==> src/source/epu_pkg.sv <==
package epu_pkg;

   //////////////////////////////
   // Widths
   //////////////////////////////

   localparam int DW = 32;
   localparam int MSR_ADDR_IMM_W = 15;
   localparam int BANK_OFF_AW = 9;
   // Bank field sits in address bits 13..9
   localparam int BANK_AW = 5;
   localparam int PSR_LSB = 4;
   localparam int PSR_W = 6;
   localparam int INSN_LEN_W = 2;
   localparam int PC_W = DW - INSN_LEN_W;
   localparam int EXCP_VECT_W = 8;

   //////////////////////////////
   // MSR banks and offsets
   //////////////////////////////

   localparam logic [BANK_AW-1:0] BANK_PS = 5'd0;
   localparam logic [BANK_AW-1:0] BANK_IRQC = 5'd1;
   localparam logic [BANK_AW-1:0] BANK_TSC = 5'd2;

   // Bank PS, one-hot offset bits
   localparam int OFF_PSR = 0;
   localparam int OFF_EPSR = 2;
   localparam int OFF_EPC = 3;
   localparam int OFF_ELSA = 4;
   localparam int OFF_EVECT = 5;

   // Bank IRQC
   localparam int OFF_IMR = 0;
   localparam int OFF_IRR = 1;

   // Bank TSC
   localparam int OFF_TSR = 0;
   localparam int OFF_TCR = 1;

   // Vector offsets below EVECT[31:8]
   localparam logic [EXCP_VECT_W-1:0] VECT_EINSN = 8'h10;
   localparam logic [EXCP_VECT_W-1:0] VECT_ESYSCALL = 8'h20;
   localparam logic [EXCP_VECT_W-1:0] VECT_EIRQ = 8'h30;

   // TCR layout
   localparam int TCR_EN_BIT = 31;
   localparam int TCR_I_BIT = 30;
   localparam int TCR_CNT_W = 28;

   //////////////////////////////
   // Structs
   //////////////////////////////

   typedef struct packed {
      logic rmsr;
      logic wmsr;
      logic eret;
      logic esyscall;
      logic einsn;
      logic eirq;
   } epu_op_t;

   typedef struct packed {
      logic dce;
      logic ice;
      logic dmme;
      logic imme;
      logic ire;
      logic rm;
   } psr_t;

   typedef struct packed {
      logic psr;
      logic epc;
      logic epsr;
      logic elsa;
      logic evect;
      logic imr;
      logic tsr;
      logic tcr;
   } msr_we_t;

   typedef struct packed {
      logic eret;
      logic esyscall;
      logic einsn;
      logic eirq;
      msr_we_t we;
      logic [DW-1:0] wdat;
      logic [PC_W-1:0] pc;
      logic [PC_W-1:0] npc;
      logic [DW-1:0] evect;
   } commit_t;

   typedef struct packed {
      msr_we_t we;
      logic [DW-1:0] dat;
   } msr_wr_t;

   typedef struct packed {
      logic save;
      logic restore;
      logic [DW-1:0] epc_nxt;
      logic [DW-1:0] elsa_nxt;
      logic set_elsa;
   } excp_t;

endpackage

==> src/source/epu_commit.sv <==
`timescale 1ns/1ns

module epu_commit
#(
   parameter int DW = epu_pkg::DW
)
(
   input  logic                        clk,
   input  logic                        rst,
   input  logic                        ce,
   input  epu_pkg::commit_t            s2_rec,
   input  logic                        s2_valid,
   input  logic [DW-1:0]               epc,
   output epu_pkg::msr_wr_t            msr_wr,
   output epu_pkg::excp_t              excp,
   output logic                        exc_flush,
   output logic [epu_pkg::PC_W-1:0]    exc_flush_tgt
);
   import epu_pkg::*;

   logic                      commit_go;
   logic                      any_excp;
   msr_we_t                   we;
   logic [DW-1:0]             pc_addr;
   logic [DW-1:0]             npc_addr;
   logic [DW-EXCP_VECT_W-1:0] vect_base;
   logic [PC_W-1:0]           tgt_syscall;
   logic [PC_W-1:0]           tgt_insn;
   logic [PC_W-1:0]           tgt_irq;

   // Record fires once, in a cycle with ce high
   assign commit_go = ce & s2_valid;
   assign any_excp = s2_rec.esyscall | s2_rec.einsn | s2_rec.eirq;

   //////////////////////////////
   // Register writes
   //////////////////////////////

   assign we = commit_go ? s2_rec.we : '0;
   assign msr_wr.we = we;
   assign msr_wr.dat = s2_rec.wdat;

   assign pc_addr = {s2_rec.pc, {INSN_LEN_W{1'b0}}};
   assign npc_addr = {s2_rec.npc, {INSN_LEN_W{1'b0}}};

   //////////////////////////////
   // Save and restore
   //////////////////////////////

   assign excp.save = commit_go & any_excp;
   assign excp.restore = commit_go & s2_rec.eret;

   // Syscall returns past itself, the others retry
   assign excp.epc_nxt = we.epc ? s2_rec.wdat :
                         s2_rec.esyscall ? npc_addr : pc_addr;

   assign excp.set_elsa = commit_go & s2_rec.einsn;
   assign excp.elsa_nxt = s2_rec.einsn ? pc_addr : s2_rec.wdat;

   //////////////////////////////
   // Flush
   //////////////////////////////

   assign vect_base = s2_rec.evect[DW-1:EXCP_VECT_W];
   assign tgt_syscall = {vect_base, VECT_ESYSCALL[EXCP_VECT_W-1:INSN_LEN_W]};
   assign tgt_insn = {vect_base, VECT_EINSN[EXCP_VECT_W-1:INSN_LEN_W]};
   assign tgt_irq = {vect_base, VECT_EIRQ[EXCP_VECT_W-1:INSN_LEN_W]};

   // PSR write refetches from the next insn
   assign exc_flush = commit_go & (any_excp | s2_rec.eret | s2_rec.we.psr);

   assign exc_flush_tgt = ({PC_W{s2_rec.eret}} & epc[DW-1:INSN_LEN_W]) |
                          ({PC_W{s2_rec.we.psr}} & s2_rec.npc) |
                          ({PC_W{s2_rec.esyscall}} & tgt_syscall) |
                          ({PC_W{s2_rec.einsn}} & tgt_insn) |
                          ({PC_W{s2_rec.eirq}} & tgt_irq);

   // Decode hands over at most one exception source
   a_one_excp: assert property (@(posedge clk) disable iff (rst)
      commit_go |-> $onehot0({s2_rec.eret, s2_rec.esyscall, s2_rec.einsn, s2_rec.eirq}));

   // Flush target mux is an OR, so a PSR write must travel alone
   a_psr_alone: assert property (@(posedge clk) disable iff (rst)
      commit_go |-> !(s2_rec.we.psr & (any_excp | s2_rec.eret)));

endmodule

==> src/source/epu_decode.sv <==
`timescale 1ns/1ns

module epu_decode
#(
   parameter int DW = epu_pkg::DW,
   parameter int NUM_IRQ = 8
)
(
   input  logic                        clk,
   input  logic                        rst,
   input  logic                        ce,
   input  logic                        flush_s1,
   input  logic                        ex_valid,
   input  epu_pkg::epu_op_t            ex_op,
   input  logic [epu_pkg::PC_W-1:0]    ex_pc,
   input  logic [epu_pkg::PC_W-1:0]    ex_npc,
   input  logic [DW-1:0]               ex_operand1,
   input  logic [DW-1:0]               ex_operand2,
   input  logic [DW-1:0]               ex_imm,
   input  epu_pkg::psr_t               psr,
   input  epu_pkg::psr_t               epsr,
   input  logic [DW-1:0]               epc,
   input  logic [DW-1:0]               elsa,
   input  logic [DW-1:0]               evect,
   input  logic [NUM_IRQ-1:0]          imr,
   input  logic [NUM_IRQ-1:0]          irr,
   input  logic [DW-1:0]               tsr,
   input  logic [DW-1:0]               tcr,
   output logic [DW-1:0]               epu_dout,
   output logic                        epu_dout_valid,
   output epu_pkg::commit_t            s2_rec,
   output logic                        s2_valid
);
   import epu_pkg::*;

   logic [DW-1:0]          msr_addr;
   logic [BANK_AW-1:0]     bank;
   logic [BANK_OFF_AW-1:0] off;
   logic                   bank_ps;
   logic                   bank_irqc;
   logic                   bank_tsc;
   logic [DW-1:0]          psr_dw;
   logic [DW-1:0]          epsr_dw;
   logic [DW-1:0]          dout_ps;
   logic [DW-1:0]          dout_irqc;
   logic [DW-1:0]          dout_tsc;
   logic                   accept;
   commit_t                s1_rec;

   //////////////////////////////
   // MSR address
   //////////////////////////////

   assign msr_addr = ex_operand1 | DW'(ex_imm[MSR_ADDR_IMM_W-1:0]);
   assign bank = msr_addr[BANK_AW+BANK_OFF_AW-1:BANK_OFF_AW];
   assign off = msr_addr[BANK_OFF_AW-1:0];

   assign bank_ps = (bank == BANK_PS);
   assign bank_irqc = (bank == BANK_IRQC);
   assign bank_tsc = (bank == BANK_TSC);

   //////////////////////////////
   // Read mux
   //////////////////////////////

   // PSR fields live in bits 9..4
   assign psr_dw = DW'(psr) << PSR_LSB;
   assign epsr_dw = DW'(epsr) << PSR_LSB;

   assign dout_ps = ({DW{off[OFF_PSR]}} & psr_dw) |
                    ({DW{off[OFF_EPSR]}} & epsr_dw) |
                    ({DW{off[OFF_EPC]}} & epc) |
                    ({DW{off[OFF_ELSA]}} & elsa) |
                    ({DW{off[OFF_EVECT]}} & evect);

   assign dout_irqc = ({DW{off[OFF_IMR]}} & DW'(imr)) |
                      ({DW{off[OFF_IRR]}} & DW'(irr));

   assign dout_tsc = ({DW{off[OFF_TSR]}} & tsr) |
                     ({DW{off[OFF_TCR]}} & tcr);

   assign epu_dout = ({DW{bank_ps}} & dout_ps) |
                     ({DW{bank_irqc}} & dout_irqc) |
                     ({DW{bank_tsc}} & dout_tsc);

   assign epu_dout_valid = ex_valid & ex_op.rmsr & ~flush_s1;

   //////////////////////////////
   // Commit record
   //////////////////////////////

   always_comb
   begin
      s1_rec.eret = ex_op.eret;
      s1_rec.esyscall = ex_op.esyscall;
      s1_rec.einsn = ex_op.einsn;
      s1_rec.eirq = ex_op.eirq;
      // IRR has no enable, writes to it are dropped
      s1_rec.we.psr = ex_op.wmsr & bank_ps & off[OFF_PSR];
      s1_rec.we.epc = ex_op.wmsr & bank_ps & off[OFF_EPC];
      s1_rec.we.epsr = ex_op.wmsr & bank_ps & off[OFF_EPSR];
      s1_rec.we.elsa = ex_op.wmsr & bank_ps & off[OFF_ELSA];
      s1_rec.we.evect = ex_op.wmsr & bank_ps & off[OFF_EVECT];
      s1_rec.we.imr = ex_op.wmsr & bank_irqc & off[OFF_IMR];
      s1_rec.we.tsr = ex_op.wmsr & bank_tsc & off[OFF_TSR];
      s1_rec.we.tcr = ex_op.wmsr & bank_tsc & off[OFF_TCR];
      s1_rec.wdat = ex_operand2;
      s1_rec.pc = ex_pc;
      s1_rec.npc = ex_npc;
      s1_rec.evect = evect;
   end

   assign accept = ce & ex_valid & ~flush_s1;

   // Kill wins over hold
   always_ff @(posedge clk)
   begin
      if (rst)
         s2_valid <= 1'b0;
      else if (flush_s1)
         s2_valid <= 1'b0;
      else if (ce)
         s2_valid <= ex_valid;
   end

   always_ff @(posedge clk)
   begin
      if (accept)
         s2_rec <= s1_rec;
   end

endmodule

==> src/source/epu_irqc.sv <==
`timescale 1ns/1ns

module epu_irqc
#(
   parameter int DW = epu_pkg::DW,
   parameter int NUM_IRQ = 8
)
(
   input  logic                        clk,
   input  logic                        rst,
   input  logic [NUM_IRQ-1:0]          irqs,
   input  logic                        ire,
   input  epu_pkg::msr_wr_t            msr_wr,
   output logic [NUM_IRQ-1:0]          imr,
   output logic [NUM_IRQ-1:0]          irr,
   output logic                        irq_async
);
   logic [DW-1:0] wr_dat;

   assign wr_dat = msr_wr.dat;

   // IRR samples the lines every cycle, IMR only on write
   always_ff @(posedge clk)
   begin
      if (rst)
      begin
         imr <= '0;
         irr <= '0;
         irq_async <= 1'b0;
      end
      else
      begin
         irr <= irqs;
         if (msr_wr.we.imr)
            imr <= wr_dat[NUM_IRQ-1:0];
         irq_async <= ire & (|(irr & imr));
      end
   end

endmodule

==> src/source/epu_msr_file.sv <==
`timescale 1ns/1ns

module epu_msr_file
#(
   parameter int DW = epu_pkg::DW
)
(
   input  logic                        clk,
   input  logic                        rst,
   input  epu_pkg::msr_wr_t            msr_wr,
   input  epu_pkg::excp_t              excp,
   output epu_pkg::psr_t               psr,
   output epu_pkg::psr_t               epsr,
   output logic [DW-1:0]               epc,
   output logic [DW-1:0]               elsa,
   output logic [DW-1:0]               evect
);
   import epu_pkg::*;

   // Out of reset in kernel mode, everything else off
   localparam psr_t PSR_RESET = psr_t'(6'b000001);

   psr_t wr_psr;

   // Data bits 9..4 carry the PSR layout
   assign wr_psr = psr_t'(msr_wr.dat[PSR_LSB +: PSR_W]);

   //////////////////////////////
   // PSR and EPSR
   //////////////////////////////

   always_ff @(posedge clk)
   begin
      if (rst)
         psr <= PSR_RESET;
      else if (excp.save)
      begin
         // Enter handler, mask IRQs
         psr.rm <= 1'b1;
         psr.ire <= 1'b0;
      end
      else if (excp.restore)
         psr <= epsr;
      else if (msr_wr.we.psr)
         psr <= wr_psr;
   end

   always_ff @(posedge clk)
   begin
      if (excp.save)
         epsr <= psr;
      else if (msr_wr.we.epsr)
         epsr <= wr_psr;
   end

   //////////////////////////////
   // EPC, ELSA, EVECT
   //////////////////////////////

   // Commit already picked the source
   always_ff @(posedge clk)
   begin
      if (excp.save | msr_wr.we.epc)
         epc <= excp.epc_nxt;
      if (excp.set_elsa | msr_wr.we.elsa)
         elsa <= excp.elsa_nxt;
   end

   always_ff @(posedge clk)
   begin
      if (rst)
         evect <= '0;
      else if (msr_wr.we.evect)
         evect <= msr_wr.dat;
   end

   a_save_xor_restore: assert property (@(posedge clk) disable iff (rst)
      !(excp.save && excp.restore));

endmodule

==> src/source/epu_top.sv <==
`timescale 1ns/1ns

module epu_top
#(
   parameter int DW = epu_pkg::DW,
   parameter int NUM_IRQ = 8
)
(
   input  logic                        clk,
   input  logic                        rst,
   input  logic                        ce,
   input  logic                        flush_s1,
   input  logic                        ex_valid,
   input  epu_pkg::epu_op_t            ex_op,
   input  logic [epu_pkg::PC_W-1:0]    ex_pc,
   input  logic [epu_pkg::PC_W-1:0]    ex_npc,
   input  logic [DW-1:0]               ex_operand1,
   input  logic [DW-1:0]               ex_operand2,
   input  logic [DW-1:0]               ex_imm,
   input  logic [NUM_IRQ-1:0]          irqs,
   output logic [DW-1:0]               epu_dout,
   output logic                        epu_dout_valid,
   output logic                        exc_flush,
   output logic [epu_pkg::PC_W-1:0]    exc_flush_tgt,
   output logic                        irq_async,
   output logic                        tsc_irq
);
   import epu_pkg::*;

   commit_t             s2_rec;
   logic                s2_valid;
   msr_wr_t             msr_wr;
   excp_t               excp;
   psr_t                psr;
   psr_t                epsr;
   logic [DW-1:0]       epc;
   logic [DW-1:0]       elsa;
   logic [DW-1:0]       evect;
   logic [NUM_IRQ-1:0]  imr;
   logic [NUM_IRQ-1:0]  irr;
   logic [DW-1:0]       tsr;
   logic [DW-1:0]       tcr;

   // Stage 1
   epu_decode #(.DW(DW), .NUM_IRQ(NUM_IRQ)) u_decode (
      .clk(clk), .rst(rst), .ce(ce), .flush_s1(flush_s1),
      .ex_valid(ex_valid), .ex_op(ex_op), .ex_pc(ex_pc), .ex_npc(ex_npc),
      .ex_operand1(ex_operand1), .ex_operand2(ex_operand2), .ex_imm(ex_imm),
      .psr(psr), .epsr(epsr), .epc(epc), .elsa(elsa), .evect(evect),
      .imr(imr), .irr(irr), .tsr(tsr), .tcr(tcr),
      .epu_dout(epu_dout), .epu_dout_valid(epu_dout_valid),
      .s2_rec(s2_rec), .s2_valid(s2_valid)
   );

   // Stage 2
   epu_commit #(.DW(DW)) u_commit (
      .clk(clk), .rst(rst), .ce(ce), .s2_rec(s2_rec), .s2_valid(s2_valid),
      .epc(epc), .msr_wr(msr_wr), .excp(excp),
      .exc_flush(exc_flush), .exc_flush_tgt(exc_flush_tgt)
   );

   epu_msr_file #(.DW(DW)) u_msr_file (
      .clk(clk), .rst(rst), .msr_wr(msr_wr), .excp(excp),
      .psr(psr), .epsr(epsr), .epc(epc), .elsa(elsa), .evect(evect)
   );

   epu_irqc #(.DW(DW), .NUM_IRQ(NUM_IRQ)) u_irqc (
      .clk(clk), .rst(rst), .irqs(irqs), .ire(psr.ire), .msr_wr(msr_wr),
      .imr(imr), .irr(irr), .irq_async(irq_async)
   );

   epu_tsc #(.DW(DW)) u_tsc (
      .clk(clk), .rst(rst), .msr_wr(msr_wr),
      .tsr(tsr), .tcr(tcr), .tsc_irq(tsc_irq)
   );

endmodule

==> src/source/epu_tsc.sv <==
`timescale 1ns/1ns

module epu_tsc
#(
   parameter int DW = epu_pkg::DW
)
(
   input  logic                        clk,
   input  logic                        rst,
   input  epu_pkg::msr_wr_t            msr_wr,
   output logic [DW-1:0]               tsr,
   output logic [DW-1:0]               tcr,
   output logic                        tsc_irq
);
   import epu_pkg::*;

   logic cnt_en;
   logic hit;

   assign cnt_en = tcr[TCR_EN_BIT];
   assign hit = cnt_en & tcr[TCR_I_BIT] &
                (tsr[TCR_CNT_W-1:0] == tcr[TCR_CNT_W-1:0]);

   // Write takes priority over counting
   always_ff @(posedge clk)
   begin
      if (rst)
         tsr <= '0;
      else if (msr_wr.we.tsr)
         tsr <= msr_wr.dat;
      else if (cnt_en)
         tsr <= tsr + 1'b1;
   end

   // Sticky until the next TCR write
   always_ff @(posedge clk)
   begin
      if (rst)
      begin
         tcr <= '0;
         tsc_irq <= 1'b0;
      end
      else if (msr_wr.we.tcr)
      begin
         tcr <= msr_wr.dat;
         tsc_irq <= 1'b0;
      end
      else if (hit)
         tsc_irq <= 1'b1;
   end

endmodule

==> config.mk <==
export PLATFORM = sky130hd
export DESIGN_NAME = epu_top
export DESIGN_NICKNAME = d
export VERILOG_FILES = /design/src/source/epu_pkg.sv /design/src/source/epu_commit.sv /design/src/source/epu_decode.sv /design/src/source/epu_irqc.sv /design/src/source/epu_msr_file.sv /design/src/source/epu_top.sv /design/src/source/epu_tsc.sv
export SDC_FILE = /design/constraint.sdc
export NUM_CORES = 1
export LEC_CHECK = 0
export BUFFER_PORTS_ARGS = -buffer_cell sky130_fd_sc_hd__buf_2
export CORE_AREA = 5 5 177 179
export DETAILED_ROUTE_END_ITERATION = 7
export DIE_AREA = 0 0 182 184
export GPL_TIMING_DRIVEN = 0
export PLACE_DENSITY = 0.83
export SLEW_MARGIN = 20
export SYNTH_ARGS = -nofsm -noshare
export SYNTH_HDL_FRONTEND = slang
export SYNTH_HIERARCHICAL = 1
export SYNTH_SLANG_ARGS = --single-unit
==> constraint.sdc <==
create_clock -name clk -period 4.7 [get_ports clk]
set_clock_uncertainty 0.05 [all_clocks]
set_input_delay 0.94 -clock clk [delete_from_list [all_inputs] [get_ports clk]]
set_output_delay 0.94 -clock clk [all_outputs]
set_load 0.03 [all_outputs]
Word level (Yosys, flattened, before mapping)
Index checks and enable logic that the tools add are counted.

storage, ports and cells
  output and inout bits = 66
  input port bits = 175
  flip-flop bits (word level) = 327
  logic and storage cells = 124
  memory bits (writable) = 0
  memories = 0
  bits in read-only memories = 0
  bits in latches = 0

cells by class
  divide/modulo/power cells = 0
  magnitude comparators = 0
  multipliers = 0
  $add $sub $neg = 1
  bitwise logic cells = 62
  shift-type cells = 0
  reductions and logical operators = 9
  multiplexer cells = 10
  equality and inequality tests = 3

operator list
  cell                   number
  $and 32x32->32         8
  $or 32x32->32          8
  $mux 32                5
  $and 30x30->30         5
  $or 30x30->30          4
  $and 32x10->32         2
  $and 32x8->32          2
  $add 32x1->32 const B  1
  $eq 28x28->1           1
  $mux 6                 4
  $and 1x1->1            23
  $or 14x14->14          1
  $and 8x8->8            1
  $mux 8                 1
  $reduce_or 8->1        1
  $or 1x1->1             6
  $reduce_bool 2->1      3
  $reduce_or 2->1        3
  $eq 5x1->1 const B     1
  $eq 5x2->1 const B     1
  $logic_not 5->1        1
  $not 1->1              2
  $reduce_and 2->1       1

Logic depth before layout (Yosys ltp)
  word-level depth = 9
  gate-level depth with buffers = 8
  mapped depth without buffers = 5

Cells and area by module
The synthesis kept the hierarchy.

by module, submodules not included
  module        area an instance (sq um)  cells each  instances  sequential area each (sq um)
  epu_decode    5,455.2                   330         1          4,103.9
  epu_msr_file  3,643.5                   213         1          2,862.7
  epu_tsc       3,398.3                   399         1          1,301.2
  epu_commit    2,004.4                   284         1          0.0
  epu_irqc      568.0                     49          1          340.3

Worst setup path before layout
No wires, ideal clock.

  path kind = input to register
  start point = input flush_s1
  end point = register, netlist name u_decode/s2_rec[0]
  arrival = 4,156 ps
  cell stages on the path = 1
  path buffers = 0
  library setup time = 513 ps
  setup slack = -18 ps
  cells stage by stage = and3b_1

on the way
  word-level cells in the longest chain between the ends = 2

RTL lines
  item                RTL line           text
  start: declaration  epu_top.sv:12      input logic flush_s1,
  $not 1->1           epu_decode.sv:113  assign accept = ce & ex_valid & ~flush_s1;
  $and 1x1->1         epu_decode.sv:113

Every way passes these cells.
A chain may end at the register's enable or synchronous reset.

Worst setup path in the final report
  start point = input ex_imm[5]
  end point = output epu_dout[28]

on the way
  word-level cells in the longest chain between the ends = 6

RTL lines
  item                RTL line          text
  start: declaration  epu_top.sv:19     input logic [DW-1:0] ex_imm,
  $or 14x14->14       epu_decode.sv:54  assign msr_addr = ex_operand1 | DW'(ex_imm[MSR_ADDR_IMM_W-1:0]);
  $and 32x32->32      epu_decode.sv:74  ({DW{off[OFF_EVECT]}} & evect);
  $or 32x32->32       epu_decode.sv:73  ({DW{off[OFF_ELSA]}} & elsa) |
  $and 32x32->32      epu_decode.sv:82  assign epu_dout = ({DW{bank_ps}} & dout_ps) |
  $or 32x32->32       epu_decode.sv:82
  $or 32x32->32       epu_decode.sv:83  ({DW{bank_irqc}} & dout_irqc) |
  end: declaration    epu_top.sv:21     output logic [DW-1:0] epu_dout,

Every way passes these cells.

==> metrics.txt <==
outcome=complete, but fails checks; failing checks=design-rule violations; Core Area=approximately 0.029 sq mm; Worst R2R Setup Slack=approximately 1.9 ns; drt wl/cell=about 25 um; Die Area=approximately 0.033 sq mm; placed cells=about 1,900; Rows=63; layout net count=1,680; number of port buffers=between 150 and 200; arrival time worst endpoint=between 3 and 4 ns; Mapped Cells=between 1,000 and 1,500; switching pwr=between 1.5 and 2 mW; switch share=23.7%; fmax=roughly 0.24 GHz; Internal=between 4 and 5 mW; Final setup viols=0; r2r worst-path depth=7; via count=around 12,000; CP startpoint=ex_imm[5]; dpl cell area=about 0.016 sq mm; met2 Resource Use GR=roughly 44%; PostCTS Resize Cnt=0; Pwr Density=around 360 mW/mm^2; hold-fix buffers at CTS=0; final core occ=between 50 and 60%; CTS Buf Count=35; vias in the first global route=approximately 12,000; Mapped Nets=between 1,000 and 1,500; post-CTS setup buffers=0; chip width=roughly 180 um; CTS tree=built; Worst setup EP type=output port; Die Y=184 um; first-pass GRT wire length=slightly above 70,000 um; antenna violations before repair=1; Final ANT Viol Nets=0; crit path launch type=input pin; Crit Path Class=in2out; Area growth syn-to-layout=17.8%; Initial Util=between 50% and 60%; gr busiest metal=met2; clk sinks=approximately 320; Syn Std Cell Area=between 0.01 and 0.015 sq mm; Avg Inst Size Synth=around 12 sq um; worst setup margin=around 0.54 ns; drt first pass iters=8; final period utilization=88.5%; design area=roughly 0.017 sq mm; antenna diode instance count=0; clock buffer depth=3; Storage cell area=approximately 0.0084 sq mm; Post-Place Setup Slack=a little over 0.7 ns; crit-path max FO=10; drt drc=1; area occupied by multi-input gates=between 0.005 and 0.006 sq mm; Yosys warnings=6; M3 GR Usage=roughly 6.4%; H-tree level count=2; critical path required time=3.71 ns; final non-filler cell total=approximately 1,900; max-slew violations=0; RSZ-0062 raised after global routing=no; Layout fillers=approximately 2,300; largest net degree at the start of global routing=50; Combinational Power Share=8.0%; final hold violation count=0; Vias per Instance=~6.4; DPL Wire Length=~35,000 um; Clock power frac=42.5%; Pleak=approximately 6.3 nW; Iter 0 DRT Violations=approximately 1,700; HP Start=u_msr_file/evect[22]; layout cell share with drive strength beyond 1=between 20% and 30%; Max VDD drop=around 330 uV; R2R Path End=u_tsc/tsr[31]; Total GRT Usage=27.6%; Clk Latency, worst-skew pair=between 0.5 and 0.6 ns; Critical R2R Launch=u_decode/s2_valid; WHS Path Cells=0; total congestion overflow=0; DRT Wirelength=~48,000 um; slew of the pin with the lowest slew margin=0.976 ns; GPL Wtd Cong=about 0.97; worst hold path class=reg2reg; clock-pin slew on the worst setup and hold paths=around 0.060 ns; IO Pins=approximately 240; max_cap viols=0; post-layout min period=~4.2 ns; root buffer selected by CTS=clkbuf_16; Sequential Power Share=between 40% and 50%; relative slew slack=34.9%; GRT met1 Usage=a little over a third; hold endpoint=u_decode/s2_rec[22]
-- power by group through the flow --
stage          combinational (mW)  clock, mW  sequential, mW
2_1_floorplan               0.298          0            3.17
3_3_place_gp                0.477          0            3.19
3_5_place_dp                0.491          0            3.19
4_1_cts                     0.495       2.72            3.13
5_1_grt                     0.536       2.84            3.14
6_report                    0.509       2.70            3.13
-- worst max path at each step --
stage | slack, ns | to
4_1_cts | 0.69 | epu_dout[26]
3_3_place_gp | -1.20 | u_decode/s2_rec[108]
2_1_floorplan | 0.17 | u_decode/s2_rec[100]
6_report | 0.54 | epu_dout[28]
5_1_grt | 0.54 | epu_dout[29]
3_5_place_dp | 0.71 | epu_dout[29]
-- through the flow --
stage / setup TNS (ns) / hold slack (ns) / total power [mW]
after global routing: 0 / 0.420 / 6.52
after floorplan: 0 / 0.378 / 3.46
after detailed placement: 0 / 0.394 / 3.68
after global placement: -152.98 / 0.384 / 3.67
final: 0 / 0.412 / 6.34
after CTS: 0 / 0.409 / 6.35
-- worst max-delay path, cell delays in order --
cell	delay (ns)
buf_2	0.09
or2_1	0.22
clkbuf_1	0.22
clkbuf_1	0.36
a222oi_1	0.74
o22ai_1	0.32
buf_2	0.26
-- metal layers --
metal	wire length, um	part of all wire, %	vias up
met3	5700	12	157
met4	2070	4.3	0
met1	18100	38	5853
met2	21900	46	912
li1	-	-	5282
met5	0	0	-
-- cell type report --
class                      instances  share of cell area (%)
buffer                           136                    4.48
clock buffer                      44                    5.33
clock inverter                    18                    1.09
inverter                          33                   0.709
multi-input combinational        779                    31.8
sequential                       319                    47.9
tap                              390                    2.79
timing repair buffer             200                    5.90
-- cells in the final DEF, fill, tap and decap left out, drive strengths merged, types with 6 or more instances in the layout --
cell type	instances
a211oi	14
a21o	6
a21oi	15
a221oi	9
a222oi	28
a22oi	70
a311oi	11
and3	20
buf	284
clkbuf	96
clkinv	13
dfxtp	121
edfxtp	198
inv	33
mux2	36
mux2i	111
nand2	34
nand3	12
nand4	51
nor2	115
nor2b	8
nor3	9
nor4	13
o21ai	69
o22ai	26
or2	10
or3	10
or4	13
xnor2	34
-- flip-flops by register name (all words and copies together), names as in the netlist, 6 cells and up --
| name | cells |
|---|---|
| u_decode/s2_rec | 128 |
| u_msr_file/elsa | 32 |
| u_msr_file/epc | 32 |
| u_msr_file/evect | 32 |
| u_tsc/tcr | 32 |
| u_tsc/tsr | 32 |
| u_irqc/imr | 8 |
| u_irqc/irr | 8 |
| u_msr_file/epsr | 6 |
| u_msr_file/psr | 6 |
Power figures use the tool's default switching activity.
